`config.mk`:
```
export PLATFORM = sky130hd
export DESIGN_NAME = executeStage
export DESIGN_NICKNAME = d
export VERILOG_FILES = /design/src/rtl/isaPkg.sv /design/src/rtl/pipePkg.sv /design/src/rtl/executeStage.sv
export SDC_FILE = /design/constraint.sdc
export NUM_CORES = 1
export LEC_CHECK = 0
export ABC_AREA = 1
export BUFFER_PORTS_ARGS = -buffer_cell sky130_fd_sc_hd__buf_2
export CAP_MARGIN = 20
export CORE_ASPECT_RATIO = 1.2
export CORE_MARGIN = 5
export CORE_UTILIZATION = 45
export DETAILED_ROUTE_END_ITERATION = 16
export PLACE_DENSITY = 0.66
export SETUP_SLACK_MARGIN = 0.4
export SYNTH_ARGS = -nofsm -noshare
export SYNTH_HDL_FRONTEND = slang
export SYNTH_SLANG_ARGS = --single-unit
```
`constraint.sdc`:
```
create_clock -name clk -period 3.1 [get_ports clk]
set_input_delay 0.31 -clock clk [delete_from_list [all_inputs] [get_ports clk]]
set_output_delay 0.31 -clock clk [all_outputs]
set_load 0.05 [all_outputs]
```
`src/rtl/isaPkg.sv`:
```
package isaPkg;

	// machine-level widths
	typedef logic [31:0] word;
	typedef logic [4:0] regIdx;
	typedef logic [5:0] opcode;
	typedef logic [5:0] funct;
	typedef logic [15:0] imm16;

	// primary opcodes of the kept subset
	localparam opcode opRType = 6'h00;
	localparam opcode opAddi = 6'h08;
	localparam opcode opSlti = 6'h0a;
	localparam opcode opAndi = 6'h0c;
	localparam opcode opOri = 6'h0d;
	localparam opcode opXori = 6'h0e;
	localparam opcode opLw = 6'h23;
	localparam opcode opSw = 6'h2b;

	// function field of register-type words
	localparam funct fnAdd = 6'h20;
	localparam funct fnSub = 6'h22;
	localparam funct fnAnd = 6'h24;
	localparam funct fnOr = 6'h25;
	localparam funct fnXor = 6'h26;
	localparam funct fnNor = 6'h27;
	localparam funct fnSlt = 6'h2a;

	// internal ALU operation, decoded once in the decode stage
	typedef enum logic [2:0]
	{
		aluAdd,
		aluSub,
		aluAnd,
		aluOr,
		aluNor,
		aluXor,
		aluSlt,
		aluNone // result forced to zero
	} aluOp;

endpackage

```
`src/rtl/pipePkg.sv`:
```
package pipePkg;

	// default memory sizes in words
	localparam int imemDepthDefault = 64;
	localparam int dmemDepthDefault = 64;

	typedef struct packed
	{
		logic valid;
		isaPkg::word instr;
	} ifIdReg;

	typedef struct packed
	{
		logic valid;
		isaPkg::aluOp aluOp;
		logic useImm; // operand B comes from imm
		logic memRead;
		logic memWrite;
		logic regWrite; // already cleared for r0
		isaPkg::regIdx dest;
		isaPkg::word opA;
		isaPkg::word opB;
		isaPkg::word imm; // extended immediate
	} idExReg;

	typedef struct packed
	{
		logic valid;
		logic memRead;
		logic memWrite;
		logic regWrite;
		isaPkg::regIdx dest;
		isaPkg::word aluResult; // also the data address
		isaPkg::word storeData;
	} exMemReg;

	// register file write port, also seen at the top level
	typedef struct packed
	{
		logic valid;
		isaPkg::regIdx idx;
		isaPkg::word data;
	} wbBus;

endpackage

```
`src/rtl/executeStage.sv`:
```
module executeStage (
	input logic clk,
	input logic rstN,
	input pipePkg::idExReg idEx,
	output pipePkg::exMemReg exMem
);
	isaPkg::word opA;
	isaPkg::word opB;
	isaPkg::word result;

	assign opA = idEx.opA;
	assign opB = idEx.useImm ? idEx.imm : idEx.opB;

	always_comb
	begin
		case (idEx.aluOp)
			isaPkg::aluAdd: result = opA + opB; // also lw/sw address
			isaPkg::aluSub: result = opA - opB;
			isaPkg::aluAnd: result = opA & opB;
			isaPkg::aluOr: result = opA | opB;
			isaPkg::aluNor: result = ~(opA | opB);
			isaPkg::aluXor: result = opA ^ opB;
			isaPkg::aluSlt:
			begin
				// signed compare
				if ($signed(opA) < $signed(opB))
					result = isaPkg::word'(1);
				else
					result = '0;
			end
			default: result = '0;
		endcase
	end

	always_ff @(posedge clk)
	begin
		if (!rstN)
			exMem <= '0;
		else
		begin
			exMem.valid <= idEx.valid;
			exMem.memRead <= idEx.memRead;
			exMem.memWrite <= idEx.memWrite;
			exMem.regWrite <= idEx.regWrite;
			exMem.dest <= idEx.dest;
			exMem.aluResult <= result;
			exMem.storeData <= idEx.opB; // rt value, not the immediate
		end
	end

endmodule

```
; Yosys cells after proc, flatten, opt, wreduce, memory -nomap -nowiden
; Index checks and enable logic that the tools add are counted.
[totals]
register_bits = 73
output_inout_bits = 73
word_cells = 24
[classes]
add_sub_neg = 2
order_cmp = 1
n_eq_ne = 6
n_mux = 3
n_bitwise = 4
reduce_logical = 1
[ops]
columns = cell, count
row1 = 32-bit one-hot mux with 7 select lines, 1
row2 = 32-bit adder, 1
row3 = 32-bit AND, 1
row4 = 32-bit < comparator, 1
row5 = 32-bit 2-to-1 mux, 1
row6 = 32-bit NOT, 1
row7 = 32-bit bitwise OR, 1
row8 = 32-bit subtractor, 1
row9 = 32-bit XOR, 1
row10 = 3-bit == test (second input constant), 3
row11 = 3-bit by 2-bit == test with 1-bit output (second input constant), 2
row12 = 3-bit by 1-bit == test with 1-bit output (second input constant), 1
row13 = 3-bit zero test, 1
row14 = 1-bit 2-to-1 mux, 1

; Logic depth before layout (Yosys ltp)
[logic_depth]
word_depth = 4
ltp_mapped = 20
mapped_depth_nobuf = 19

; Worst setup path after synthesis
; Ideal clock, no wire load.
[synth_timing]
path_type = in2reg
startpoint = in idEx[104] in the netlist's numbering
endpoint = reg exMem[48] in the netlist's numbering
setup_ns = 0.128
t_arrival_ns = 2.489
t_required_ns = 2.972
slack_ns = 0.483
cell_stages = 19
path_buffers = 2
cell_sequence = clkbuf_1 clkbuf_1 o21ai_0 inv_1 ha_1 inv_1 fa_1 inv_1 nand3_1 nand3_1 nand2_1 nand2_1 inv_1 o21ai_1 nand2_1 nand2_1 o21ai_1 nor2_1 nor2_1
[synth_via]
elab_chain_cells = 4
elab_cells_between_ends = 8
classes_between = add/sub (2) / mux (2) / bitwise (4)
[synth_rtl]
columns = item, line_no
row1 = "start, declared", executeStage.sv:4  ; input pipePkg::idExReg idEx,
row2 = 32-bit 2-to-1 mux (*), executeStage.sv:12  ; assign opB = idEx.useImm ? idEx.imm : idEx.opB;
row3 = "parallel branches: the longest is 2 deep, another holds 32-bit subtractor", --
row4 = 32-bit one-hot mux with 7 select lines (*), executeStage.sv:16  ; case (idEx.aluOp)
row5 = "end, declared", executeStage.sv:5  ; output pipePkg::exMemReg exMem
; Mark *: on every way between the ends.
; A chain may end at the register's enable or synchronous reset.

; Worst setup path after layout
[layout_timing]
startpoint = in idEx[104] in the netlist's numbering
endpoint = reg exMem[55] in the netlist's numbering
; Same word-level chain as after synthesis.

==> results.ini <==
[status]
outcome = finished, final reports clean

[routing]
routedWlPerCell_um = 16.2
drcViolationCount = 0
ant_nets = 0
vias = 10500
wl_um = 33900
first_pass_iters = 7
initialDrtViolationCount = 802
vias_per_cell = 5.00

[grt]
antenna_found_initial = 0
grt_pass1_vias = 9896
overflow = 0
grt_max_degree = 54
grt_pass1_wl_um = 50600
track_usage = 0.282

[floorplanning]
dieArea_um2 = 22900
fp-row-count = 56
chipHeight_um = 165
start_util = 0.458
io_pins = 184
chipWidth_um = 139
coreArea_um2 = 19600

[timing]
timing.hold.ws_ps = 134
tns_ps = 0
worst_pin_slew_ps = 898
finalHoldViolCount = 0
drv_slew = 0
period_share = 0.831
relSlewSlack = 0.401
fmax_ghz = 0.388
finalSetupViolCount = 0
period_needed_ps = 2580
rsz0062_at_grt = true

[finish]
multiInputGateArea_um2 = 5860
synthToLayoutAreaGrowth_pct = 19.6
layout_common_cells = nand2_1, inv_1, buf_2
regMostFlops = exMem
mostFrequentLayoutCell = nand2_1
fillers = 2127
seqCellArea_um2 = 1460
reg.largest.list = exMem (73)
final_nets = 2045
drive_gt1_frac = 0.156
insertedDiodeCount = 0
largest_reg_flops = 73

[power_and_ir_drop]
power_leakage_nw = 6.82
ir_worst_vdd_uv = 308
pwr_density_cell_nw_per_um2 = 380

[synthesis]
post_synth_instance_area_um2 = 8980
avgSynthCellArea_um2 = 5.53
synthesis.instances = 1623
ys_seq_area_frac = 0.163
syn_nets = 1844
synth-seq-cells = 73
ys_types = 38
ys_warn_count = 0

[clock_network]
clockRootBuffer = clkbuf_16
clock_sinks = 73
numCtsBuffers = 9
cts_tree = done
h-tree-depth = 3
clockBufferDepth = 2
post_cts_buffers = 0
cts.clk_slew.worst_paths_ps = 70

[critical_path]
cp_max_fo = 16
crit_required_ps = 3300
crit_type = in2reg
cp-start-kind = input pin
end_kind = flip-flop
crit_arrival_ps = 2780

[min_path]
min-delay-start = idEx[101]
holdCritPathClass = in2reg
hold_path_end = exMem[69]
worstHoldPathCells = 3

[run]
drv_cap = 0

[placement]
gp_congestion = 1.06
dp_hpwl_um = 27700
port_buffers = 183

==> critical path: stages <==
cell,delay [ps]
buf_2,160
buf_4,210
o21ai_0,130
buf_4,160
ha_1,380
nand2_1,120
nor2_1,120
nand3_1,160
nand2_1,170
nand2_1,60
nand2_1,220
nand2_1,150
nand2_1,80
nand2_1,40
nand3_1,70
nand2_1,50
nor2_1,110
nor2_1,40
==> area by class of cell <==
class | count | share of cell area
clock buffer | 9 | 0.0210
clock inverter | 7 | 0.00571
inverter | 391 | 0.137
multi-input combinational | 1112 | 0.546
sequential | 73 | 0.136
tap | 261 | 0.0304
timing repair buffer | 237 | 0.124
==> power by group <==
part	internal (mW)	leakage, nW	switching (mW)
sequential	1.01	0.606	0.0155
combinational	0.610	6.08	1.38
clock	0.557	0.135	0.507
total	2.17	6.82	1.90
==> cell usage after synthesis, drive strengths merged <==
cell type	number	area [µm²]
nor3	12	65.1
a221oi	18	158
o21bai	11	82.6
a311oi	1	8.76
and2	2	12.5
a221o	2	20.0
nor2	142	553
o2111ai	3	26.3
fa	2	40.0
o21ai	68	340
a31oi	2	12.5
nand3	80	425
nand4	5	31.3
clkinv	1	3.75
o22ai	20	125
buf	28	166
a21oi	64	324
o211ai	5	37.5
a2111oi	1	8.76
clkbuf	19	73.8
nand2	554	2080
inv	390	1460
and3	1	6.26
o221ai	10	87.6
nor3b	1	12.5
dfxtp	73	1460
ha	108	1350
==> stage by stage <==
step,util,setup slack (ps),power (mW),area (µm²),cells
2_1_floorplan,-,483,2.35,8980,1623
3_3_place_gp,0.531,156,2.98,10400,2074
3_5_place_dp,0.531,142,2.99,10400,2074
4_1_cts,0.545,501,4.07,10700,2090
5_1_grt,0.547,363,4.33,10700,2090
6_report,0.547,524,4.08,10700,2090
==> repair_timing <==
action,CTS,global route
hold buffers,0,0
setup endpoints to repair,0,16
resized for setup,0,19
==> metal layers <==
layer,wire (µm),vias up,global-route usage
met5,0,-,0
met4,2750,0,0.210
met3,1960,127,0.0391
met2,16700,463,0.513
met1,12500,4554,0.298
li1,-,5316,-
==> logic make-up (layout without fill, tap and decap cells) <==
logic type	count (synthesis)	count (layout)	share of synthesized area
fa+ha+maj	110	110	0.155
flops	73	73	0.163
compound gates	205	205	0.137
buf+inv	438	644	0.190
simple gates	797	797	0.355
==> how the worst max path moves through the flow <==
stage | from | endpoint | slack (ps) | cells after the start
after global placement | idEx[104] | exMem[55] | 160 | 18
after detailed placement | idEx[104] | exMem[55] | 140 | 18
after CTS | idEx[104] | exMem[55] | 500 | 18
after floorplan | idEx[104] | exMem[48] | 480 | 19
after global routing | idEx[104] | exMem[56] | 360 | 16
final | idEx[104] | exMem[55] | 520 | 18
Power figures use the tool's default switching activity.
