===== src/rtl/isaPkg.sv =====
package isaPkg;

	// machine-level widths
	typedef logic [31:0] word;
	typedef logic [4:0] regIdx;
	typedef logic [5:0] opcode;
	typedef logic [5:0] funct;
	typedef logic [15:0] imm16;

	// primary opcodes of the kept subset
	localparam opcode opRType = 6'h00;
	localparam opcode opAddi = 6'h08;
	localparam opcode opSlti = 6'h0a;
	localparam opcode opAndi = 6'h0c;
	localparam opcode opOri = 6'h0d;
	localparam opcode opXori = 6'h0e;
	localparam opcode opLw = 6'h23;
	localparam opcode opSw = 6'h2b;

	// function field of register-type words
	localparam funct fnAdd = 6'h20;
	localparam funct fnSub = 6'h22;
	localparam funct fnAnd = 6'h24;
	localparam funct fnOr = 6'h25;
	localparam funct fnXor = 6'h26;
	localparam funct fnNor = 6'h27;
	localparam funct fnSlt = 6'h2a;

	// internal ALU operation, decoded once in the decode stage
	typedef enum logic [2:0]
	{
		aluAdd,
		aluSub,
		aluAnd,
		aluOr,
		aluNor,
		aluXor,
		aluSlt,
		aluNone // result forced to zero
	} aluOp;

endpackage


===== src/rtl/pipePkg.sv =====
package pipePkg;

	// default memory sizes in words
	localparam int imemDepthDefault = 64;
	localparam int dmemDepthDefault = 64;

	typedef struct packed
	{
		logic valid;
		isaPkg::word instr;
	} ifIdReg;

	typedef struct packed
	{
		logic valid;
		isaPkg::aluOp aluOp;
		logic useImm; // operand B comes from imm
		logic memRead;
		logic memWrite;
		logic regWrite; // already cleared for r0
		isaPkg::regIdx dest;
		isaPkg::word opA;
		isaPkg::word opB;
		isaPkg::word imm; // extended immediate
	} idExReg;

	typedef struct packed
	{
		logic valid;
		logic memRead;
		logic memWrite;
		logic regWrite;
		isaPkg::regIdx dest;
		isaPkg::word aluResult; // also the data address
		isaPkg::word storeData;
	} exMemReg;

	// register file write port, also seen at the top level
	typedef struct packed
	{
		logic valid;
		isaPkg::regIdx idx;
		isaPkg::word data;
	} wbBus;

endpackage


===== src/rtl/fetchStage.sv =====
module fetchStage #(
	parameter int imemDepth = pipePkg::imemDepthDefault
) (
	input logic clk,
	input logic rstN,
	input logic imemWrite,
	input isaPkg::word imemData,
	input logic run,
	input logic stall,
	output pipePkg::ifIdReg ifId
);
	localparam int ptrW = $clog2(imemDepth) + 1; // spare top bit marks the end

	isaPkg::word imem [imemDepth];
	logic [ptrW-1:0] loadPtr;
	logic [ptrW-1:0] pc;
	logic pcAtEnd;
	logic loadFull;
	isaPkg::word fetchWord;

	assign pcAtEnd = pc >= ptrW'(imemDepth);
	assign loadFull = loadPtr >= ptrW'(imemDepth);
	// past the end of memory the fetch sees a no-op word
	assign fetchWord = pcAtEnd ? '0 : imem[pc[ptrW-2:0]];

	always_ff @(posedge clk)
	begin
		if (!rstN)
		begin
			loadPtr <= '0;
			pc <= '0;
			ifId <= '0;
			for (int i = 0; i < imemDepth; i++)
				imem[i] <= '0;
		end
		else
		begin
			if (imemWrite && !loadFull)
			begin
				imem[loadPtr[ptrW-2:0]] <= imemData;
				loadPtr <= loadPtr + 1'b1;
			end
			if (!stall) // under stall pc and ifId hold
			begin
				if (run)
				begin
					ifId.valid <= 1'b1;
					ifId.instr <= fetchWord;
					if (!pcAtEnd)
						pc <= pc + 1'b1;
				end
				else
					ifId.valid <= 1'b0;
			end
		end
	end

	loadInRange: assert property (@(posedge clk) disable iff (!rstN)
		imemWrite |-> loadPtr < ptrW'(imemDepth));

endmodule


===== config.mk =====
export PLATFORM = sky130hd
export DESIGN_NAME = fetchStage
export DESIGN_NICKNAME = d
export VERILOG_FILES = /design/src/rtl/isaPkg.sv /design/src/rtl/pipePkg.sv /design/src/rtl/fetchStage.sv
export SDC_FILE = /design/constraint.sdc
export NUM_CORES = 2
export LEC_CHECK = 0
export ABC_CLOCK_PERIOD_IN_PS = 5900
export BUFFER_PORTS_ARGS = -buffer_cell sky130_fd_sc_hd__buf_2
export CORE_UTILIZATION = 50
export DETAILED_ROUTE_END_ITERATION = 10
export PLACE_DENSITY = 0.65
export SETUP_SLACK_MARGIN = 0.02
export SLEW_MARGIN = 30
export SYNTH_ARGS = -nofsm -noshare
export SYNTH_HDL_FRONTEND = slang
export SYNTH_SLANG_ARGS = --single-unit

===== constraint.sdc =====
create_clock -name clk -period 5.9 [get_ports clk]
set_clock_uncertainty 0.05 [all_clocks]
set_input_delay 0.59 -clock clk [delete_from_list [all_inputs] [get_ports clk]]
set_output_delay 0.59 -clock clk [all_outputs]
set_load 0.005 [all_outputs]

### Yosys cells after proc, flatten, opt, wreduce, memory -nomap -nowiden

Memories as Yosys holds them, arrays and structs flattened. A register that Yosys moved wholly into a read port is not among the register bits.
Index checks and enable logic that the tools add are counted.

| storage, ports and cells | value |
|---|---|
| memory bits (read-only) | 0 |
| memories | 1 |
| output and inout port bits | 33 |
| bits in registers | 47 |
| latch bits | 0 |
| RAM bits | 2048 |
| logic and storage cells | 27 |

| cells by class | value |
|---|---|
| shift-type cells | 0 |
| $add $sub $neg | 2 |
| multipliers | 0 |
| bitwise logic cells | 2 |
| reductions and logical operators | 5 |
| divide/modulo/power cells | 0 |
| multiplexer cells | 11 |
| equal/unequal tests | 0 |
| order comparisons | 2 |

Memory list:

| name | depth | width | read ports | clocked after memory_dff | wr ports | line | RTL |
|---|---|---|---|---|---|---|---|
| imem | 64 | 32 | 1 | 1 | 64 | fetchStage.sv:14 | `isaPkg::word imem [imemDepth];` |

Operator list:

| cell | number |
|---|---|
| 2-to-1 mux 32 bit | 2 |
| OR reduction 32 bit | 1 |
| 2-to-1 mux 6 bit | 3 |
| adder 7 x 1 -> 7 bit, second input constant | 2 |
| greater-or-equal comparator 7 bit, second input constant | 2 |
| 2-to-1 mux 1 bit | 6 |
| AND reduction 3 bit | 1 |
| inverter 1 bit | 2 |
| AND reduction 2 bit | 1 |
| logical AND 1 bit | 1 |
| logical NOT 1 bit | 1 |

### Logic depth before layout (Yosys ltp)

| depth | value |
|---|---|
| word-level depth | 8 |
| gate-level depth with buffers | 11 |
| gate-level depth less buffers | 6 |

### Worst setup path after synthesis

No wires, ideal clock.

| timing path | value |
|---|---|
| kind | input -> register |
| start | input imemWrite |
| end | memory imem[53][0] in the netlist's numbering, enable pin |
| arrival | 3.843 ns |
| buffers on the path | 2 |
| stages | 7 |
| setup time | 0.466 ns |
| setup slack | 1.541 ns |
| data required time | 5.384 ns |
| cells stage by stage | nor2b_1 > buf_2 > nand2_1 > nor2_1 > nand3_1 > clkbuf_1 > o21ai_0 |

RTL lines:

| what | line | RTL |
|---|---|---|
| start: declaration | fetchStage.sv:6 | `input logic imemWrite,` |
| end: declaration | fetchStage.sv:14 |  |

==> results.cfg <==
[global_route]
track_usage = 0.320
grt_max_degree = 86
antenna_found_initial = 28
grt_overflow = 0
grt_pass1_vias = 53500
grt_pass1_wl_mm = 427

[worst_setup_path]
crit_cells = 6
end_kind = flop
crit_buf_inv = 1
required_ps = 6610
r2r.worst_path.cells = 6
crit_arrival_ps = 4920
path_class = reg -> reg
cp-start-kind = flop
worst-path-max-fanout = 74
cp_cell_sequence = buf_12, nor2b_1, nand2_1, o2111ai_1, nand4_1, a221o_1
slowest_delay_ps = 940
crit_family = simple AND/OR/NAND/NOR gates
cpMaxStageDelayCell = dfxtp_4

[pwr]
p_leak_nw = 36.5
ir_worst_vdd_mv = 0.339
pwr_density_cell_nw_per_um2 = 305

[detailed_routing]
antenna_left = 0
drt_iter0_drc = 8714
vias = 56100
totalWireLength_mm = 308
dr.pass1.iters = 9
vias_per_cell = 6.34
post_drt_wl_per_cell_microns = 34.7
drc = 0

[sta]
layout_min_cycle_time_ps = 4220
tns_ps = 0
final-setup-viol-count = 0
hold_viol = 0
finalCritPeriodShare = 0.715
final_max_slew_viol_count = 0
max_freq_mhz = 237
slew_headroom = 0.214
worst_pin_slew_ps = 1170
rsz0062_at_grt = no

[logic_synthesis]
synth_flop_cell = edfxtp_1
synth_cell_types = 63
async_flop_share = 0
yosys_warnings = 0
postSynthCellCount = 6275
synth_top_cell_area_share = 0.646
synth_area_sq_um = 95200
synth-seq-cells = 2101
synth_top_area_cell = edfxtp_1
yosysSeqAreaShare = 0.657
avgSynthCellArea_sq_um = 15.2
synth_area_leaders = edfxtp_1, and2_1, mux4_2
synth_edf_count = 2048
syn-num-nets = 6315

[floorplan]
die_w_microns = 438
ios = 70
die_h_microns = 438
initial_utilization = 0.505
fp.dieArea_sq_um = 192000
core_area_sq_um = 188000
rows = 159

[cts]
cts-root-buf = clkbuf_16
clkTransAtPathRegs_ps = 70
post_cts_buffers = 0
cts.path.max_buffers = 3
cts_buffers = 212
cts_tree = done
insertion_delay_ps = 870
cts-htree-levels = 4
cts_resized = 0
cts.sinks = 2101

[cells_and_area]
final_net_count = 6213
final_core_util = 0.561
area_growth_pct = 11.1
drive_above_1_share = 0.196

[outcome]
status = finished, final reports clean

[placed_design]
dp_hpwl_mm = 185
gp_congestion = 1.06
portBuffers = 69

[job]
maxCapViolCount = 0

[min_path]
hold_path_class = in -> reg
whs_path_depth = 2
==> sequential cells by signal, indices dropped and copies added, names as in the netlist, named ones only <==
signal,cells
imem,2048
ifId,33
loadPtr,7
pc,7
==> logic make-up (layout without fill, tap and decap cells) <==
kind of cell               after synthesis  after routing  share of synthesized area
buffers and inverters                  651            726                     0.0307
and+or+nand+nor                       2449           2449                      0.154
adders and majority gates                3              3                   0.000394
other                                    0              8                          0
AOI/OAI and AO/OA                      400            400                     0.0290
DFF                                   2101           2101                      0.657
muxes                                  663            663                      0.128
xor gates and xnor gates                 8              8                   0.000736
==> cell type report <==
cell class | instances | area, sq um
Timing Repair Buffer | 327 | 2710
Sequential cell | 2101 | 62600
Clock buffer | 261 | 5640
Fill cell | 14400 | 82700
Inverter | 8 | 30.0
Clock inverter | 130 | 948
Antenna cell | 8 | 20.0
Multi-Input combinational cell | 3523 | 30700
Tap cell | 2495 | 3120
==> per-layer routing <==
metal	part of all wire	up-vias	GRT usage	routed length, microns
li1	-	22800	-	-
met1	0.37	29000	0.439	115000
met2	0.44	3717	0.472	136000
met3	0.13	627	0.0941	40500
met4	0.053	6	0.148	16400
met5	0.00011	-	0	34
==> Yosys cell counts (53+ instances only) <==
cell type	number
a22oi_1	69
nor2_1	132
clkbuf_1	460
mux4_2	441
nand3_1	53
dfxtp_1	53
buf_2	66
nand2_1	109
o21ai_0	109
and2_1	2057
buf_4	55
edfxtp_1	2048
mux2i_1	200
==> layout by cell type, fill, tap and decap left out, drive strengths merged, types with 4 or more instances in the layout <==
cell        n
mux4      441
buf       326
xor2        6
a32oi       5
nand2b      8
nor2      132
clkbuf    261
o21ai     111
o32ai       8
a22oi      69
nand3      53
clkinv    113
and2     2058
a2111oi    11
o2111ai     5
a221o      15
a21oi      43
a211oi     16
a31oi      13
or2         4
a32o        5
a22o       15
a221oi     29
edfxtp   2048
inv        15
and3        7
nor2b      17
nor3       32
diode       8
nand4      13
mux2i     200
bufinv      7
a311oi      6
dfxtp      53
o22ai      22
nand2     109
o221ai     12
mux2       22
==> through the flow <==
| stage | worst slack (ps) | hold WS, ps | cell area, sq um | std cells | total power [mW] |
|---|---|---|---|---|---|
| floorplan | 1540 | 391 | 95200 | 6275 | 18.5 |
| global placement | 1670 | 406 | 98700 | 8440 | 19.4 |
| detailed placement | 1670 | 420 | 99000 | 8448 | 19.5 |
| CTS | 1910 | 207 | 106000 | 8840 | 32.2 |
| global route | 1790 | 248 | 106000 | 8847 | 32.9 |
| finish | 1680 | 296 | 106000 | 8853 | 32.2 |
==> path summary, 6_finish.rpt <==
| path | from | to | slack (ps) |
|---|---|---|---|
| worst max-delay path | flop | ifId[0] | 1680 |
| worst min-delay path | rstN | loadPtr[6] | 300 |
| worst max register to register | flop | ifId[0] | 1680 |
| worst min register to register | loadPtr[6] | loadPtr[6] | 440 |
==> where the power goes <==
part	internal, mW	switching (mW)
logic	0.640	1.44
clock network	7.09	5.89
registers	16.9	0.219
==> what timing repair did <==
| action | in CTS | in global routing |
|---|---|---|
| hold buffers | 1 | 0 |
| setup endpoints to repair | 0 | 0 |
| endpoints found under the hold margin | 1 | 0 |
Note: power is estimated with default switching activity, not from simulation.
