`config.mk`:
```
export PLATFORM = sky130hd
export DESIGN_NAME = regFile
export DESIGN_NICKNAME = d
export VERILOG_FILES = /design/src/rtl/isaPkg.sv /design/src/rtl/pipePkg.sv /design/src/rtl/regFile.sv
export SDC_FILE = /design/constraint.sdc
export NUM_CORES = 2
export LEC_CHECK = 0
export ABC_AREA = 0
export BUFFER_PORTS_ARGS = -buffer_cell sky130_fd_sc_hd__buf_2
export CORE_MARGIN = 1
export CORE_UTILIZATION = 59
export CTS_BUF_LIST = sky130_fd_sc_hd__clkbuf_4
export CTS_CLUSTER_SIZE = 30
export DETAILED_ROUTE_END_ITERATION = 10
export PLACE_DENSITY = 0.79
export RECOVER_POWER = 100
export SETUP_SLACK_MARGIN = 0.2
export SLEW_MARGIN = 20
export SYNTH_ARGS = -nofsm -noshare
export SYNTH_HDL_FRONTEND = slang
export SYNTH_SLANG_ARGS = --single-unit
```
`constraint.sdc`:
```
create_clock -name clk -period 3.8 [get_ports clk]
set_input_delay 0.19 -clock clk [delete_from_list [all_inputs] [get_ports clk]]
set_output_delay 0.19 -clock clk [all_outputs]
set_load 0.005 [all_outputs]
```
`src/rtl/isaPkg.sv`:
```
package isaPkg;

	// machine-level widths
	typedef logic [31:0] word;
	typedef logic [4:0] regIdx;
	typedef logic [5:0] opcode;
	typedef logic [5:0] funct;
	typedef logic [15:0] imm16;

	// primary opcodes of the kept subset
	localparam opcode opRType = 6'h00;
	localparam opcode opAddi = 6'h08;
	localparam opcode opSlti = 6'h0a;
	localparam opcode opAndi = 6'h0c;
	localparam opcode opOri = 6'h0d;
	localparam opcode opXori = 6'h0e;
	localparam opcode opLw = 6'h23;
	localparam opcode opSw = 6'h2b;

	// function field of register-type words
	localparam funct fnAdd = 6'h20;
	localparam funct fnSub = 6'h22;
	localparam funct fnAnd = 6'h24;
	localparam funct fnOr = 6'h25;
	localparam funct fnXor = 6'h26;
	localparam funct fnNor = 6'h27;
	localparam funct fnSlt = 6'h2a;

	// internal ALU operation, decoded once in the decode stage
	typedef enum logic [2:0]
	{
		aluAdd,
		aluSub,
		aluAnd,
		aluOr,
		aluNor,
		aluXor,
		aluSlt,
		aluNone // result forced to zero
	} aluOp;

endpackage

```
`src/rtl/pipePkg.sv`:
```
package pipePkg;

	// default memory sizes in words
	localparam int imemDepthDefault = 64;
	localparam int dmemDepthDefault = 64;

	typedef struct packed
	{
		logic valid;
		isaPkg::word instr;
	} ifIdReg;

	typedef struct packed
	{
		logic valid;
		isaPkg::aluOp aluOp;
		logic useImm; // operand B comes from imm
		logic memRead;
		logic memWrite;
		logic regWrite; // already cleared for r0
		isaPkg::regIdx dest;
		isaPkg::word opA;
		isaPkg::word opB;
		isaPkg::word imm; // extended immediate
	} idExReg;

	typedef struct packed
	{
		logic valid;
		logic memRead;
		logic memWrite;
		logic regWrite;
		isaPkg::regIdx dest;
		isaPkg::word aluResult; // also the data address
		isaPkg::word storeData;
	} exMemReg;

	// register file write port, also seen at the top level
	typedef struct packed
	{
		logic valid;
		isaPkg::regIdx idx;
		isaPkg::word data;
	} wbBus;

endpackage

```
`src/rtl/regFile.sv`:
```
module regFile (
	input logic clk,
	input logic rstN,
	input isaPkg::regIdx readIdxA,
	input isaPkg::regIdx readIdxB,
	input pipePkg::wbBus wb,
	output isaPkg::word readDataA,
	output isaPkg::word readDataB
);
	isaPkg::word regs [32];

	always_ff @(posedge clk)
	begin
		if (!rstN)
		begin
			for (int i = 0; i < 32; i++)
				regs[i] <= '0;
		end
		else if (wb.valid && wb.idx != '0)
			regs[wb.idx] <= wb.data;
	end

	// r0 reads zero, a same-cycle write is passed straight through
	assign readDataA = (readIdxA == '0) ? '0 :
		(wb.valid && wb.idx == readIdxA) ? wb.data : regs[readIdxA];
	assign readDataB = (readIdxB == '0) ? '0 :
		(wb.valid && wb.idx == readIdxB) ? wb.data : regs[readIdxB];

	// decode must never let a write to r0 reach writeback
	noWriteToZero: assert property (@(posedge clk) disable iff (!rstN)
		wb.valid |-> wb.idx != '0);

endmodule

```
Yosys cells after proc, flatten, opt, wreduce, memory -nomap -nowiden
Memory sizes are Yosys's and may differ from the RTL's.
Cells that the tools add are included.
{ "classes": {"eq_ne": 2, "n_mux": 11, "n_reduce_logical": 7} }
{ "op_table": {"columns": ["op", "n"], "rows": [
  ["32-bit 2-to-1 mux", 5],
  ["32-bit OR reduction", 1],
  ["5-bit equality test", 2],
  ["5-bit logical NOT", 2],
  ["1-bit 2-to-1 mux", 5],
  ["5-bit 2-to-1 mux", 1],
  ["5-bit nonzero test", 1],
  ["1-bit logical AND", 3]
]} }
{ "word_totals": {"ff_bits": 0, "ramBits": 1024, "in_bits": 50, "output_inout_bits": 64, "elab_cells": 21, "memories": 1} }
{ "memory_table": {"columns": ["memory", "words", "word_bits", "rd", "rd_ports_with_merged_regs", "wr", "line_no", "source"], "rows": [
  ["regs", 32, 32, 2, 0, 32, "regFile.sv:10", "isaPkg::word regs [32];"]
]} }

Depth between registers and ports, before layout
{ "depth": {"depth_word": 7, "mapped_depth": 10, "mapped_depth_nobuf": 5} }

Least setup slack after synthesis
Ideal clock, no wire load.
{ "synth_path": {"path_type": "input-to-reg", "start": "in wb[34] (netlist bit)", "end": "mem regs[10][0] (netlist bit) (enable)", "setup_time_ps": 466, "t_arrival_ps": 3282, "t_required_ps": 3334, "path_slack_ps": 53, "cell_stages": 4, "n_path_buf": 2, "cell_sequence": "buf_2 > or3b_2 > clkbuf_1 > o21ai_0"} }
{ "synth_rtl": {"columns": ["item", "line_no", "source"], "rows": [
  ["from (decl)", "regFile.sv:6", "input pipePkg::wbBus wb,"],
  ["to (decl)", "regFile.sv:10", null]
]} }

==> summary.md <==
| Metric | Value |
|---|---|
| Max reg flops | `a little over 1,000` |
| Worst hold slack | `0.197 ns` |
| Longest Clk Path Bufs | `4` |
| Biggest register | `regs` |
| Antenna violations before repair | `30` |
| Fraction of the mapped netlist area in compound gates | `under 10%` |
| Post-CTS Setup Bufs | `0` |
| Crit-path slowest cell | `clkbuf_1` |
| Slew Limit Fails | `approximately 1,600` |
| Crit-path cells | `dlygate4sd3_1, clkbuf_1, nand3_1, nor2_1, clkbuf_1, and2_0` |
| Final Hold Viols | `0` |
| Violated checks | `max-capacitance violations, max-slew violations, negative setup slack` |
| Number of DRC markers in iteration 0 | `about 7,000` |
| First-pass GRT wire length | `around 280,000 um` |
| CP Capture Type | `flop` |
| Fraction of final layout cells with drive strength greater than 1 | `approximately a quarter` |
| IO Port Bufs | `about 110` |
| # IOs | `around 110` |
| Max cap viols | `78` |
| Tot Pwr | `26,500 uW` |
| Seq cells post-synth | `about 1,000` |
| Via Count | `between 30,000 and 40,000` |
| Syn_area_per_cell | `approximately 15 um2` |
| Worst EP required | `4.76 ns` |
| RSZ-0062 raised after global routing | `yes` |
| Mapped Area | `roughly 0.055 mm2` |
| Register area share after synthesis | `roughly 56%` |
| Die H | `between 300 and 400 um` |
| Area occupied by multi-input gates | `approximately 0.022 mm2` |
| CTS H-tree lvls | `5` |
| WP data arrival | `between 4 and 5 ns` |
| DP Area | `0.0578 mm2` |
| Leakage power | `about 0.021 uW` |
| Fraction of registers with async set/reset | `0%` |
| Max FO, Critical Path | `22` |
| Synth Warn # | `0` |
| Critical path class | `input pin to flop` |
| Site row count | `111` |
| Top_reg_cell synth | `edfxtp_1` |
| Hold depth | `4` |
| Post-DRT Antenna Nets | `0` |
| Hold Startpoint | `wb[18]` |
| Simple-gate share of the synthesized area | `12.4%` |
| Min Clock Period, post-route | `3.95 ns` |
| Worst hold endpoint | `regs[25][18]` |
| Grt ovf | `0` |
| Crit-path most repeated cell | `clkbuf_1` |
| CTS clock-pin slew for the worst setup and hold paths | `approximately 0.060 ns` |
| Layout Cells excl Fill | `around 5,400` |
| TritonRoute pass-1 iters | `9` |
| EDFF count, synth | `1,024` |
| CTS buffer count | `approximately 280` |
| Worst relative slew slack | `-116%` |
| Highest attainable clock frequency | `roughly 250 MHz` |
| Die area | `roughly 0.094 mm2` |
| CTS sink cnt | `between 1,000 and 1,500` |
| Worst slew pin tran | `approximately 3.2 ns` |
| Total GRT Usage | `a little over two fifths` |
| Adder-cell area share of the yosys netlist | `0%` |
| Largest registers | `regs x1024` |
| Vias per cell | `around 7.4` |
| Mux contribution to synthesized area | `21.2%` |
| Synth cell types | `51` |
| PwrDens | `437 mW/mm2` |
| Residual DRC count | `0` |
| DIE WIDTH | `around 300 um` |
| Post-Place Cells | `between 4,000 and 5,000` |
| Clk root buf | `clkbuf_4` |
| GP Congestion | `between 0.9 and 1` |
| Largest net degree at the start of global routing | `between 50 and 60` |
| Max incr delay on CP | `1.45 ns` |
| Vias in the first global route | `39,516` |
| Avg WL per Cell | `between 30 and 40 um` |
| Post-route setup slack | `-0.147 ns` |
| Fin area | `between 0.06 and 0.07 mm2` |
| Maximum vdd drop | `about 340 uV` |
| Initial Utilization | `between 50% and 60%` |
| Hold Crit Class | `input pin to flop` |
| Status | `finished with violations` |
| # nets final | `slightly above 4,000` |
| Worst Setup Start Kind | `input pin` |
| Area of the core | `approximately 0.09 mm2` |
| Synth Instances | `between 3,000 and 4,000` |
| Area grow syn2layout | `10.7%` |
| Final worst-path cycle share | `104%` |
| Seq. cell area | `just over 0.03 mm2` |
| Filler cell count | `approximately 6,500` |
| CTS tree | `done` |
| Drt total wl | `between 150,000 and 200,000 um` |
| Synth Area in XOR/XNOR | `less than 1%` |
| Largest family of logic cells by synthesized area | `multiplexers` |
| Hpwl dp | `116,000 um` |
| Endpoints failing setup | `around 120` |
routing by layer:
metal | track usage, % | wire length (um) | vias up
met2 | 59.8 | 83500 | 4268
met4 | 30.7 | 17200 | 20
li1 | - | - | 15138
met3 | 16.6 | 33900 | 1166
met5 | 0.258 | 168 | -
met1 | 52.4 | 62300 | 19376
final cells by class:
type | count | share of cell area (%)
Sequential cell | 1024 | 50.8
Clock buffer | 410 | 5.08
Multi-Input combinational cell | 2330 | 37.1
Clock inverter | 38 | 0.289
Inverter | 3 | 0.0186
Tap cell | 1243 | 2.57
Timing Repair Buffer | 349 | 4.04
Antenna cell | 24 | 0.0992
placed cells by master (no fill, tap or decap), drive strengths merged, types with 4 or more instances in the layout:
cell type    Yosys  layout
a2111oi         24      24
a31oi            7       7
and2           996     996
a221o           13      13
o21ai           40      40
a221oi           4       4
o22ai           41      41
clkbuf         304     526
clkinv           0      32
edfxtp        1024    1024
buf            114     197
diode            0      24
o221ai          42      42
nand3           11      11
nand3b           4       4
mux2i          281     281
nand2           36      36
a22oi          133     133
mux4           388     388
o211ai          10      10
o221a           18      18
nor2b            5       5
a32oi            9       9
o31ai            4       4
a211oi           7       7
inv              3       8
xnor2           10      10
o32ai            4       4
a21oi           78      78
dlygate4sd3      0      35
conb             1      32
a22o            55      55
mux2             5       5
nor2            43      43
worst max-delay path by stage:
stage,slack (ns),from,cells past startpoint,endpoint
after floorplan,0.05,wb[34],4,regs[10][0]
after global placement,0.28,readIdxB[0],8,readDataB[2]
after detailed placement,0.28,readIdxB[0],8,readDataB[0]
after CTS,0.08,regs[12][21],6,readDataB[21]
after global routing,0.07,regs[13][20],6,readDataB[20]
final,-0.15,wb[36],6,regs[28][31]
logic make-up (layout without fill, tap and decap cells):
kind of cell,Yosys count,count (layout)
muxes,674,674
and+or+nand+nor,1114,1114
DFF,1024,1024
AOI/OAI and AO/OA,500,500
other,1,56
xor gates and xnor gates,10,10
buffers and inverters,421,800
where the power goes:
group / switching (uW) / internal (uW)
Sequential: 331 / 13100
Clock: 4590 / 4950
Combinational: 2160 / 1360
Total: 7080 / 19400
synth_stat cells (3+ instances only):
cell,n,area (um2)
a32oi_1,9,78.8
or3b_2,3,26.3
o32ai_1,4,35.0
o2111ai_1,3,26.3
buf_6,6,67.6
mux2i_1,281,2810
nor3_1,3,15.0
clkbuf_1,304,1140
a22o_1,55,482
buf_4,20,150
nand3b_1,4,30.0
o211ai_1,10,75.1
edfxtp_1,1024,30700
a221o_1,13,130
nand2_1,36,135
a21oi_1,78,390
o221ai_1,42,368
o22ai_1,41,257
buf_2,71,355
o31ai_1,4,30.0
o221a_2,18,203
nor2b_1,5,31.3
nor2_1,43,161
xnor2_1,10,87.6
a2111oi_0,24,210
a22oi_1,133,998
a31oi_1,7,43.8
and2_1,994,6220
buf_1,17,63.8
mux2_2,5,56.3
nand3_1,11,55.1
inv_1,3,11.3
o21ai_0,40,200
mux4_2,388,8740
o22a_1,3,26.3
a211oi_1,7,52.6
nand4_1,3,18.8
a221oi_1,4,35.0
critical path, delay by kind of cell:
family	cells	cell delay (ns)
buf+inv	3	2.55
simple gates	3	2.14
timing repair:
| item | CTS | global route |
|---|---|---|
| resized for setup | 10 | 12 |
| endpoints found under the hold margin | 996 | 0 |
| pin swaps | 0 | 0 |
| hold buffers | 35 | 0 |
| endpoints found under the setup margin | 11 | 17 |
stage by stage:
stage          util (%)  setup TNS [ns]  setup slack, ns
2_1_floorplan         -               0           0.0528
4_1_cts            67.0               0           0.0770
3_3_place_gp       63.0               0            0.283
5_1_grt            65.9               0           0.0721
6_report           66.0           -7.34           -0.147
3_5_place_dp       63.0               0            0.281
Power figures use the tool's default switching activity.
