<file path="src/rtl/isaPkg.sv">
package isaPkg;

	// machine-level widths
	typedef logic [31:0] word;
	typedef logic [4:0] regIdx;
	typedef logic [5:0] opcode;
	typedef logic [5:0] funct;
	typedef logic [15:0] imm16;

	// primary opcodes of the kept subset
	localparam opcode opRType = 6'h00;
	localparam opcode opAddi = 6'h08;
	localparam opcode opSlti = 6'h0a;
	localparam opcode opAndi = 6'h0c;
	localparam opcode opOri = 6'h0d;
	localparam opcode opXori = 6'h0e;
	localparam opcode opLw = 6'h23;
	localparam opcode opSw = 6'h2b;

	// function field of register-type words
	localparam funct fnAdd = 6'h20;
	localparam funct fnSub = 6'h22;
	localparam funct fnAnd = 6'h24;
	localparam funct fnOr = 6'h25;
	localparam funct fnXor = 6'h26;
	localparam funct fnNor = 6'h27;
	localparam funct fnSlt = 6'h2a;

	// internal ALU operation, decoded once in the decode stage
	typedef enum logic [2:0]
	{
		aluAdd,
		aluSub,
		aluAnd,
		aluOr,
		aluNor,
		aluXor,
		aluSlt,
		aluNone // result forced to zero
	} aluOp;

endpackage

</file>
<file path="src/rtl/pipePkg.sv">
package pipePkg;

	// default memory sizes in words
	localparam int imemDepthDefault = 64;
	localparam int dmemDepthDefault = 64;

	typedef struct packed
	{
		logic valid;
		isaPkg::word instr;
	} ifIdReg;

	typedef struct packed
	{
		logic valid;
		isaPkg::aluOp aluOp;
		logic useImm; // operand B comes from imm
		logic memRead;
		logic memWrite;
		logic regWrite; // already cleared for r0
		isaPkg::regIdx dest;
		isaPkg::word opA;
		isaPkg::word opB;
		isaPkg::word imm; // extended immediate
	} idExReg;

	typedef struct packed
	{
		logic valid;
		logic memRead;
		logic memWrite;
		logic regWrite;
		isaPkg::regIdx dest;
		isaPkg::word aluResult; // also the data address
		isaPkg::word storeData;
	} exMemReg;

	// register file write port, also seen at the top level
	typedef struct packed
	{
		logic valid;
		isaPkg::regIdx idx;
		isaPkg::word data;
	} wbBus;

endpackage

</file>
<file path="src/rtl/decodeStage.sv">
module decodeStage (
	input logic clk,
	input logic rstN,
	input pipePkg::ifIdReg ifId,
	input isaPkg::word readDataA,
	input isaPkg::word readDataB,
	input isaPkg::regIdx exDest,
	input logic exRegWrite,
	input isaPkg::regIdx memDest,
	input logic memRegWrite,
	output isaPkg::regIdx readIdxA,
	output isaPkg::regIdx readIdxB,
	output logic stall,
	output pipePkg::idExReg idEx
);
	isaPkg::opcode opc;
	isaPkg::funct fn;
	isaPkg::regIdx rs, rt, rd;
	isaPkg::imm16 immRaw;
	isaPkg::aluOp decOp;
	isaPkg::regIdx dest;
	isaPkg::word immExt;
	logic useImm, memRead, memWrite, writes, signExt, readsRt;
	logic rsBusy, rtBusy;

	assign opc = ifId.instr[31:26];
	assign rs = ifId.instr[25:21];
	assign rt = ifId.instr[20:16];
	assign rd = ifId.instr[15:11];
	assign fn = ifId.instr[5:0];
	assign immRaw = ifId.instr[15:0];

	always_comb
	begin
		decOp = isaPkg::aluNone;
		useImm = 1'b0;
		memRead = 1'b0;
		memWrite = 1'b0;
		writes = 1'b0;
		signExt = 1'b0;
		readsRt = 1'b0;
		dest = rt; // rt unless register-type
		case (opc)
			isaPkg::opRType:
			begin
				dest = rd;
				readsRt = 1'b1;
				writes = 1'b1;
				case (fn)
					isaPkg::fnAdd: decOp = isaPkg::aluAdd;
					isaPkg::fnSub: decOp = isaPkg::aluSub;
					isaPkg::fnAnd: decOp = isaPkg::aluAnd;
					isaPkg::fnOr: decOp = isaPkg::aluOr;
					isaPkg::fnNor: decOp = isaPkg::aluNor;
					isaPkg::fnXor: decOp = isaPkg::aluXor;
					isaPkg::fnSlt: decOp = isaPkg::aluSlt;
					default: writes = 1'b0; // unknown funct acts as a no-op
				endcase
			end
			isaPkg::opAddi:
			begin
				decOp = isaPkg::aluAdd;
				useImm = 1'b1;
				signExt = 1'b1;
				writes = 1'b1;
			end
			isaPkg::opSlti:
			begin
				decOp = isaPkg::aluSlt;
				useImm = 1'b1;
				signExt = 1'b1;
				writes = 1'b1;
			end
			isaPkg::opAndi:
			begin
				decOp = isaPkg::aluAnd;
				useImm = 1'b1;
				writes = 1'b1;
			end
			isaPkg::opOri:
			begin
				decOp = isaPkg::aluOr;
				useImm = 1'b1;
				writes = 1'b1;
			end
			isaPkg::opXori:
			begin
				decOp = isaPkg::aluXor;
				useImm = 1'b1;
				writes = 1'b1;
			end
			isaPkg::opLw:
			begin
				decOp = isaPkg::aluAdd;
				useImm = 1'b1;
				signExt = 1'b1;
				writes = 1'b1;
				memRead = 1'b1;
			end
			isaPkg::opSw:
			begin
				decOp = isaPkg::aluAdd;
				useImm = 1'b1;
				signExt = 1'b1;
				memWrite = 1'b1;
				readsRt = 1'b1; // store data
			end
			default: ;
		endcase
	end

	assign immExt = signExt ? {{16{immRaw[15]}}, immRaw} : {16'b0, immRaw};
	assign readIdxA = rs;
	assign readIdxB = rt;

	// a source is busy while an older instruction in execute or memory will write it
	assign rsBusy = rs != '0 && ((exRegWrite && exDest == rs) || (memRegWrite && memDest == rs));
	assign rtBusy = rt != '0 && ((exRegWrite && exDest == rt) || (memRegWrite && memDest == rt));
	assign stall = ifId.valid && (rsBusy || (readsRt && rtBusy));

	always_ff @(posedge clk)
	begin
		if (!rstN || stall || !ifId.valid)
			idEx <= '0; // bubble
		else
		begin
			idEx.valid <= 1'b1;
			idEx.aluOp <= decOp;
			idEx.useImm <= useImm;
			idEx.memRead <= memRead;
			idEx.memWrite <= memWrite;
			idEx.regWrite <= writes && dest != '0;
			idEx.dest <= dest;
			idEx.opA <= readDataA;
			idEx.opB <= readDataB;
			idEx.imm <= immExt;
		end
	end

	// an older writer leaves execute and memory within two cycles
	stallBounded: assert property (@(posedge clk) disable iff (!rstN)
		stall[*2] |=> !stall);

endmodule

</file>
<file path="config.mk">
export PLATFORM = sky130hd
export DESIGN_NAME = decodeStage
export DESIGN_NICKNAME = d
export VERILOG_FILES = /design/src/rtl/isaPkg.sv /design/src/rtl/pipePkg.sv /design/src/rtl/decodeStage.sv
export SDC_FILE = /design/constraint.sdc
export NUM_CORES = 1
export LEC_CHECK = 0
export ABC_AREA = 1
export BUFFER_PORTS_ARGS = -buffer_cell sky130_fd_sc_hd__buf_2
export CAP_MARGIN = 25
export CORE_ASPECT_RATIO = 0.6
export CORE_UTILIZATION = 45
export DETAILED_ROUTE_END_ITERATION = 12
export HOLD_SLACK_MARGIN = 0.12
export PLACE_DENSITY = 0.88
export SLEW_MARGIN = 20
export SYNTH_ARGS = -nofsm -noshare
export SYNTH_HDL_FRONTEND = slang
export SYNTH_SLANG_ARGS = --single-unit
</file>
<file path="constraint.sdc">
create_clock -name clk -period 4 [get_ports clk]
set_input_delay 0.8 -clock clk [delete_from_list [all_inputs] [get_ports clk]]
set_output_delay 0.8 -clock clk [all_outputs]
set_load 0.05 [all_outputs]
</file>
### After elaboration in Yosys (flattened, before gate mapping)

Cells that the tools add are included.

| cells by class | value |
|---|---|
| equal/unequal tests | 18 |
| multiplexer cells | 12 |
| bitwise operators | 1 |
| reductions and logical operators | 27 |

Operators with widths:

| kind | count |
|---|---|
| $mux W109 | 1 |
| $eq A6 B6 Y1 const B | 9 |
| $mux W32 | 1 |
| $eq A6 B4 Y1 const B | 5 |
| $pmux W3 S7 | 1 |
| $eq A5 B5 Y1 | 4 |
| $pmux W3 S6 | 1 |
| $reduce_bool A5 Y1 | 3 |
| $reduce_or A7 Y1 | 2 |
| $logic_and A1 B1 Y1 | 9 |
| $logic_not A6 Y1 | 1 |
| $mux W1 | 6 |
| $reduce_or A6 Y1 | 1 |
| $logic_or A1 B1 Y1 | 5 |
| $mux W5 | 1 |
| $reduce_or A2 Y1 | 2 |
| $reduce_or A4 Y1 | 1 |
| $reduce_or A3 Y1 | 1 |
| $logic_not A1 Y1 | 2 |
| $pmux W1 S2 | 1 |
| $not A1 Y1 | 1 |

| storage, ports and cells | value |
|---|---|
| register bits | 94 |
| input port bits | 111 |
| output and inout bits | 120 |
| logic and storage cells | 69 |

### Depth between registers and ports, before layout

| logic depth | value |
|---|---|
| depth in word-level cells | 10 |
| mapped depth | 11 |

### Worst setup path after synthesis

OpenSTA, ideal clock, no wires.

| path | value |
|---|---|
| path kind | in2out |
| start | in ifId[31] in the netlist's numbering |
| end | out stall |
| arrival time | 2,453 ps |
| data required time | 3,200 ps |
| setup slack | 747 ps |
| stages on the path | 5 |
| cells stage by stage | nor2_4 > nand3_1 > a21oi_1 > nand2_1 > a21boi_0 |

| between the ends | value |
|---|---|
| word-level cells in the longest chain between the ends | 6 |

Ends and longest elaborated chain:

| what | line | source |
|---|---|---|
| start, declared | decodeStage.sv:4 | `input pipePkg::ifIdReg ifId,` |
| $eq A6 B6 Y1 or $logic_not A6 Y1 (tied branches) | decodeStage.sv:43 | `case (opc)` |
| $reduce_or A2 Y1 (no line) (*) | -- |  |
| $mux W1 (*) | decodeStage.sv:43 |  |
| $logic_and A1 B1 Y1 (*) | decodeStage.sv:119 | `assign stall = ifId.valid && (rsBusy \|\| (readsRt && rtBusy));` |
| $logic_or A1 B1 Y1 (*) | decodeStage.sv:119 |  |
| $logic_and A1 B1 Y1 (*) | decodeStage.sv:119 |  |
| end, declared | decodeStage.sv:13 | `output logic stall,` |

Mark *: on every way between the ends. The rest lies on a longest branch, timed or not.

### Worst setup path in the final report

Same ends and word-level chain as after synthesis.

==> impl_metrics.env <==
export IMPL_status="finished, final reports clean"
export IMPL_gp_congestion=0.911
export IMPL_fillers=701
export IMPL_portBuffers=230
export IMPL_num_antenna_cells=0
export IMPL_clk_path_buf_depth=2
export IMPL_fin_ws_ns=1.07
export IMPL_clock_sinks=94
export IMPL_seqPwrFrac=0.439
export IMPL_antenna_left=0
export IMPL_antenna_found_initial=0
export IMPL_cts_tree="yes"
export IMPL_relSlewSlack=0.751
export IMPL_pre_cts_ws_ns=1.08
export IMPL_routed_via_density=4.24
export IMPL_critPathKind="in -> out"
export IMPL_multiInputGateArea_mm2=0.00106
export IMPL_combPwrFrac=0.175
export IMPL_yosysSeqAreaShare=0.514
export IMPL_clk_pin_slew_ns=0.07
export IMPL_fin_setup_tns_ns=0
export IMPL_met2_wirelength_um=4080
export IMPL_dp_hpwl_um=7160
export IMPL_area_growth_pct=36.9
export IMPL_wl_met1_um=4070
export IMPL_finalMaxSlewViolations=0
export IMPL_intPower_uw=1580
export IMPL_peakVddDrop_mv=0.356
export IMPL_ctsResizeCount=0
export IMPL_reg_top3="idEx (94)"
export IMPL_cts_hold_buf=0
export IMPL_crit_path_end="stall"
export IMPL_synth_seq_cells=94
export IMPL_rows=25
export IMPL_die_w_um=118
export IMPL_grtUsageTotal=0.204
export IMPL_worst_ep_arrival_time_ns=2.13
export IMPL_finalHoldViolCount=0
export IMPL_syn_area_per_cell_um2=7.39
export IMPL_cts_root_buf="clkbuf_16"
export IMPL_drt_pre_antenna_iters=4
export IMPL_critPathLaunch="ifId[31]"
export IMPL_endpoint_kind="output pin"
export IMPL_swShare=0.296
export IMPL_drcViolationCount=0
export IMPL_regMostFlops="idEx"
export IMPL_die_area_mm2=0.00851
export IMPL_syn_area_mm2=0.00366
export IMPL_grt_overflow_total=0
export IMPL_first_iter_violations=161
export IMPL_period_share=0.732
export IMPL_seqCellArea_mm2=0.00188
export IMPL_period_minus_slack_ns=2.93
export IMPL_synthesis_nets=606
export IMPL_cts_setup_buffers=0
export IMPL_grt_pass1_vias=3061
export IMPL_p_leak_uw=0.00319
export IMPL_final_cell_mix="230 x buf_2, 124 x nor2_1, 113 x inv_1"
export IMPL_via_count=3458
export IMPL_cp_start_kind="input pin"
export IMPL_io_pin_count=231
export IMPL_required_ns=3.20
export IMPL_core_mm2=0.00788
export IMPL_die_h_um=71.8
export IMPL_clkPwrFrac=0.387
export IMPL_tightestPinTransition_ns=0.373
export IMPL_synthDistinctLibCells=22
export IMPL_grt_pass1_wl_um=13800
export IMPL_met3_length_um=780
export IMPL_layout_commonest_cell="buf_2"
export IMPL_power_switching_uw=665
export IMPL_drive_gt1_frac=0.358
export IMPL_cts_buffers=9
export IMPL_fmax_ghz=0.341
export IMPL_rsz0062_at_grt="no"
export IMPL_power_density_mw_per_mm2=449
export IMPL_max_cap_viol_count=0
export IMPL_grt_max_degree=93
export IMPL_dr_max_layer_used="met4"
export IMPL_start_util=0.464
export IMPL_final_setup_viol_count=0
export IMPL_crit_fanout=13
export IMPL_h_tree_depth=3
export IMPL_wl_per_cell_um=11.0
export IMPL_yosys_warnings=0
export IMPL_finalWirelength_um=8970
export IMPL_largest_reg_flops=94
export IMPL_holdCritPathClass="in -> reg"
export IMPL_synth_cells=495
export IMPL_final_nets=813
export IMPL_place_area_mm2=0.00466
export IMPL_fin_area_mm2=0.00501
==> cell type report <==
class,instances,area share
multi-input cells,251,0.211
clock buffers,9,0.0450
well taps,108,0.0270
inverters,114,0.0855
clock inverters,7,0.0187
flip-flops and latches,94,0.376
repair buffers,232,0.237
==> synth_stat cells <==
| cell type | n | area share |
|---|---|---|
| nor2_1 | 124 | 0.13 |
| inv_1 | 113 | 0.12 |
| dfxtp_1 | 94 | 0.51 |
| nand2_1 | 75 | 0.077 |
| buf_4 | 25 | 0.051 |
| nand3_1 | 20 | 0.027 |
| buf_6 | 9 | 0.028 |
| o21ai_0 | 7 | 0.0096 |
| nand4_1 | 6 | 0.010 |
| a21oi_1 | 5 | 0.0068 |
| o21a_1 | 3 | 0.0062 |
| a21boi_0 | 2 | 0.0041 |
| buf_2 | 2 | 0.0027 |
| nor2_2 | 2 | 0.0034 |
| inv_2 | 1 | 0.0010 |
| nand3_2 | 1 | 0.0027 |
| nand3b_1 | 1 | 0.0021 |
| nor2_4 | 1 | 0.0031 |
| nor3_1 | 1 | 0.0014 |
| nor3b_1 | 1 | 0.0021 |
| o21ai_1 | 1 | 0.0014 |
| xor2_1 | 1 | 0.0024 |
==> worst max-delay path: stages <==
cell and delay, ns:
buf_2 0.12, nor2_4 0.17, nand3_1 0.09, buf_4 0.18, a21oi_1 0.13, nand2_1 0.13
a21boi_0 0.21, buf_2 0.29
==> power by group through the flow <==
stage	clock network [uW]	logic, uW	registers, uW
detailed placement	0	391	1010
floorplan	0	132	1150
CTS	889	392	987
global route	935	422	989
global placement	0	384	1010
finish	870	393	986
==> layer usage <==
| layer | GRT usage | vias up |
|---|---|---|
| met2 | 0.333 | 136 |
| met1 | 0.264 | 1504 |
| met5 | 0 | - |
| met4 | 0.0338 | 0 |
| met3 | 0.0780 | 4 |
| li1 | - | 1814 |
==> cells by family (layout without fill, tap and decap cells) <==
family                 Yosys count  after routing  share of synthesized area
XOR/XNOR                         1              1                    0.00239
flip-flops                      94             94                      0.514
buffers and inverters          150            362                      0.199
AO/OA/AOI/OAI                   18             18                     0.0280
AND/OR/NAND/NOR                232            232                      0.257
==> stage by stage <==
| stage | power (uW) | utilization | hold slack [ns] | cells |
|---|---|---|---|---|
| after global routing | 2350 | 0.635 | 0.666 | 815 |
| after floorplan | 1290 | - | 0.912 | 495 |
| after CTS | 2270 | 0.632 | 0.668 | 814 |
| after global placement | 1390 | 0.591 | 1.01 | 798 |
| final | 2250 | 0.635 | 0.678 | 815 |
| after detailed placement | 1400 | 0.591 | 1.02 | 798 |
==> how the worst min path moves through the flow <==
stage                     slack [ns]     startpoint  cells after the start                   to
after floorplan                 0.91       ifId[10]                      2  idEx[10]$_SDFF_PP0_
after global placement          1.01   readDataA[1]                      3  idEx[65]$_SDFF_PP0_
after detailed placement        1.02  readDataA[14]                      3  idEx[78]$_SDFF_PP0_
after CTS                       0.67  readDataB[30]                      3  idEx[62]$_SDFF_PP0_
after global routing            0.67   readDataB[2]                      3  idEx[34]$_SDFF_PP0_
final                           0.68   readDataA[7]                      3  idEx[71]$_SDFF_PP0_
No activity file was read; power rests on OpenSTA's default activity.
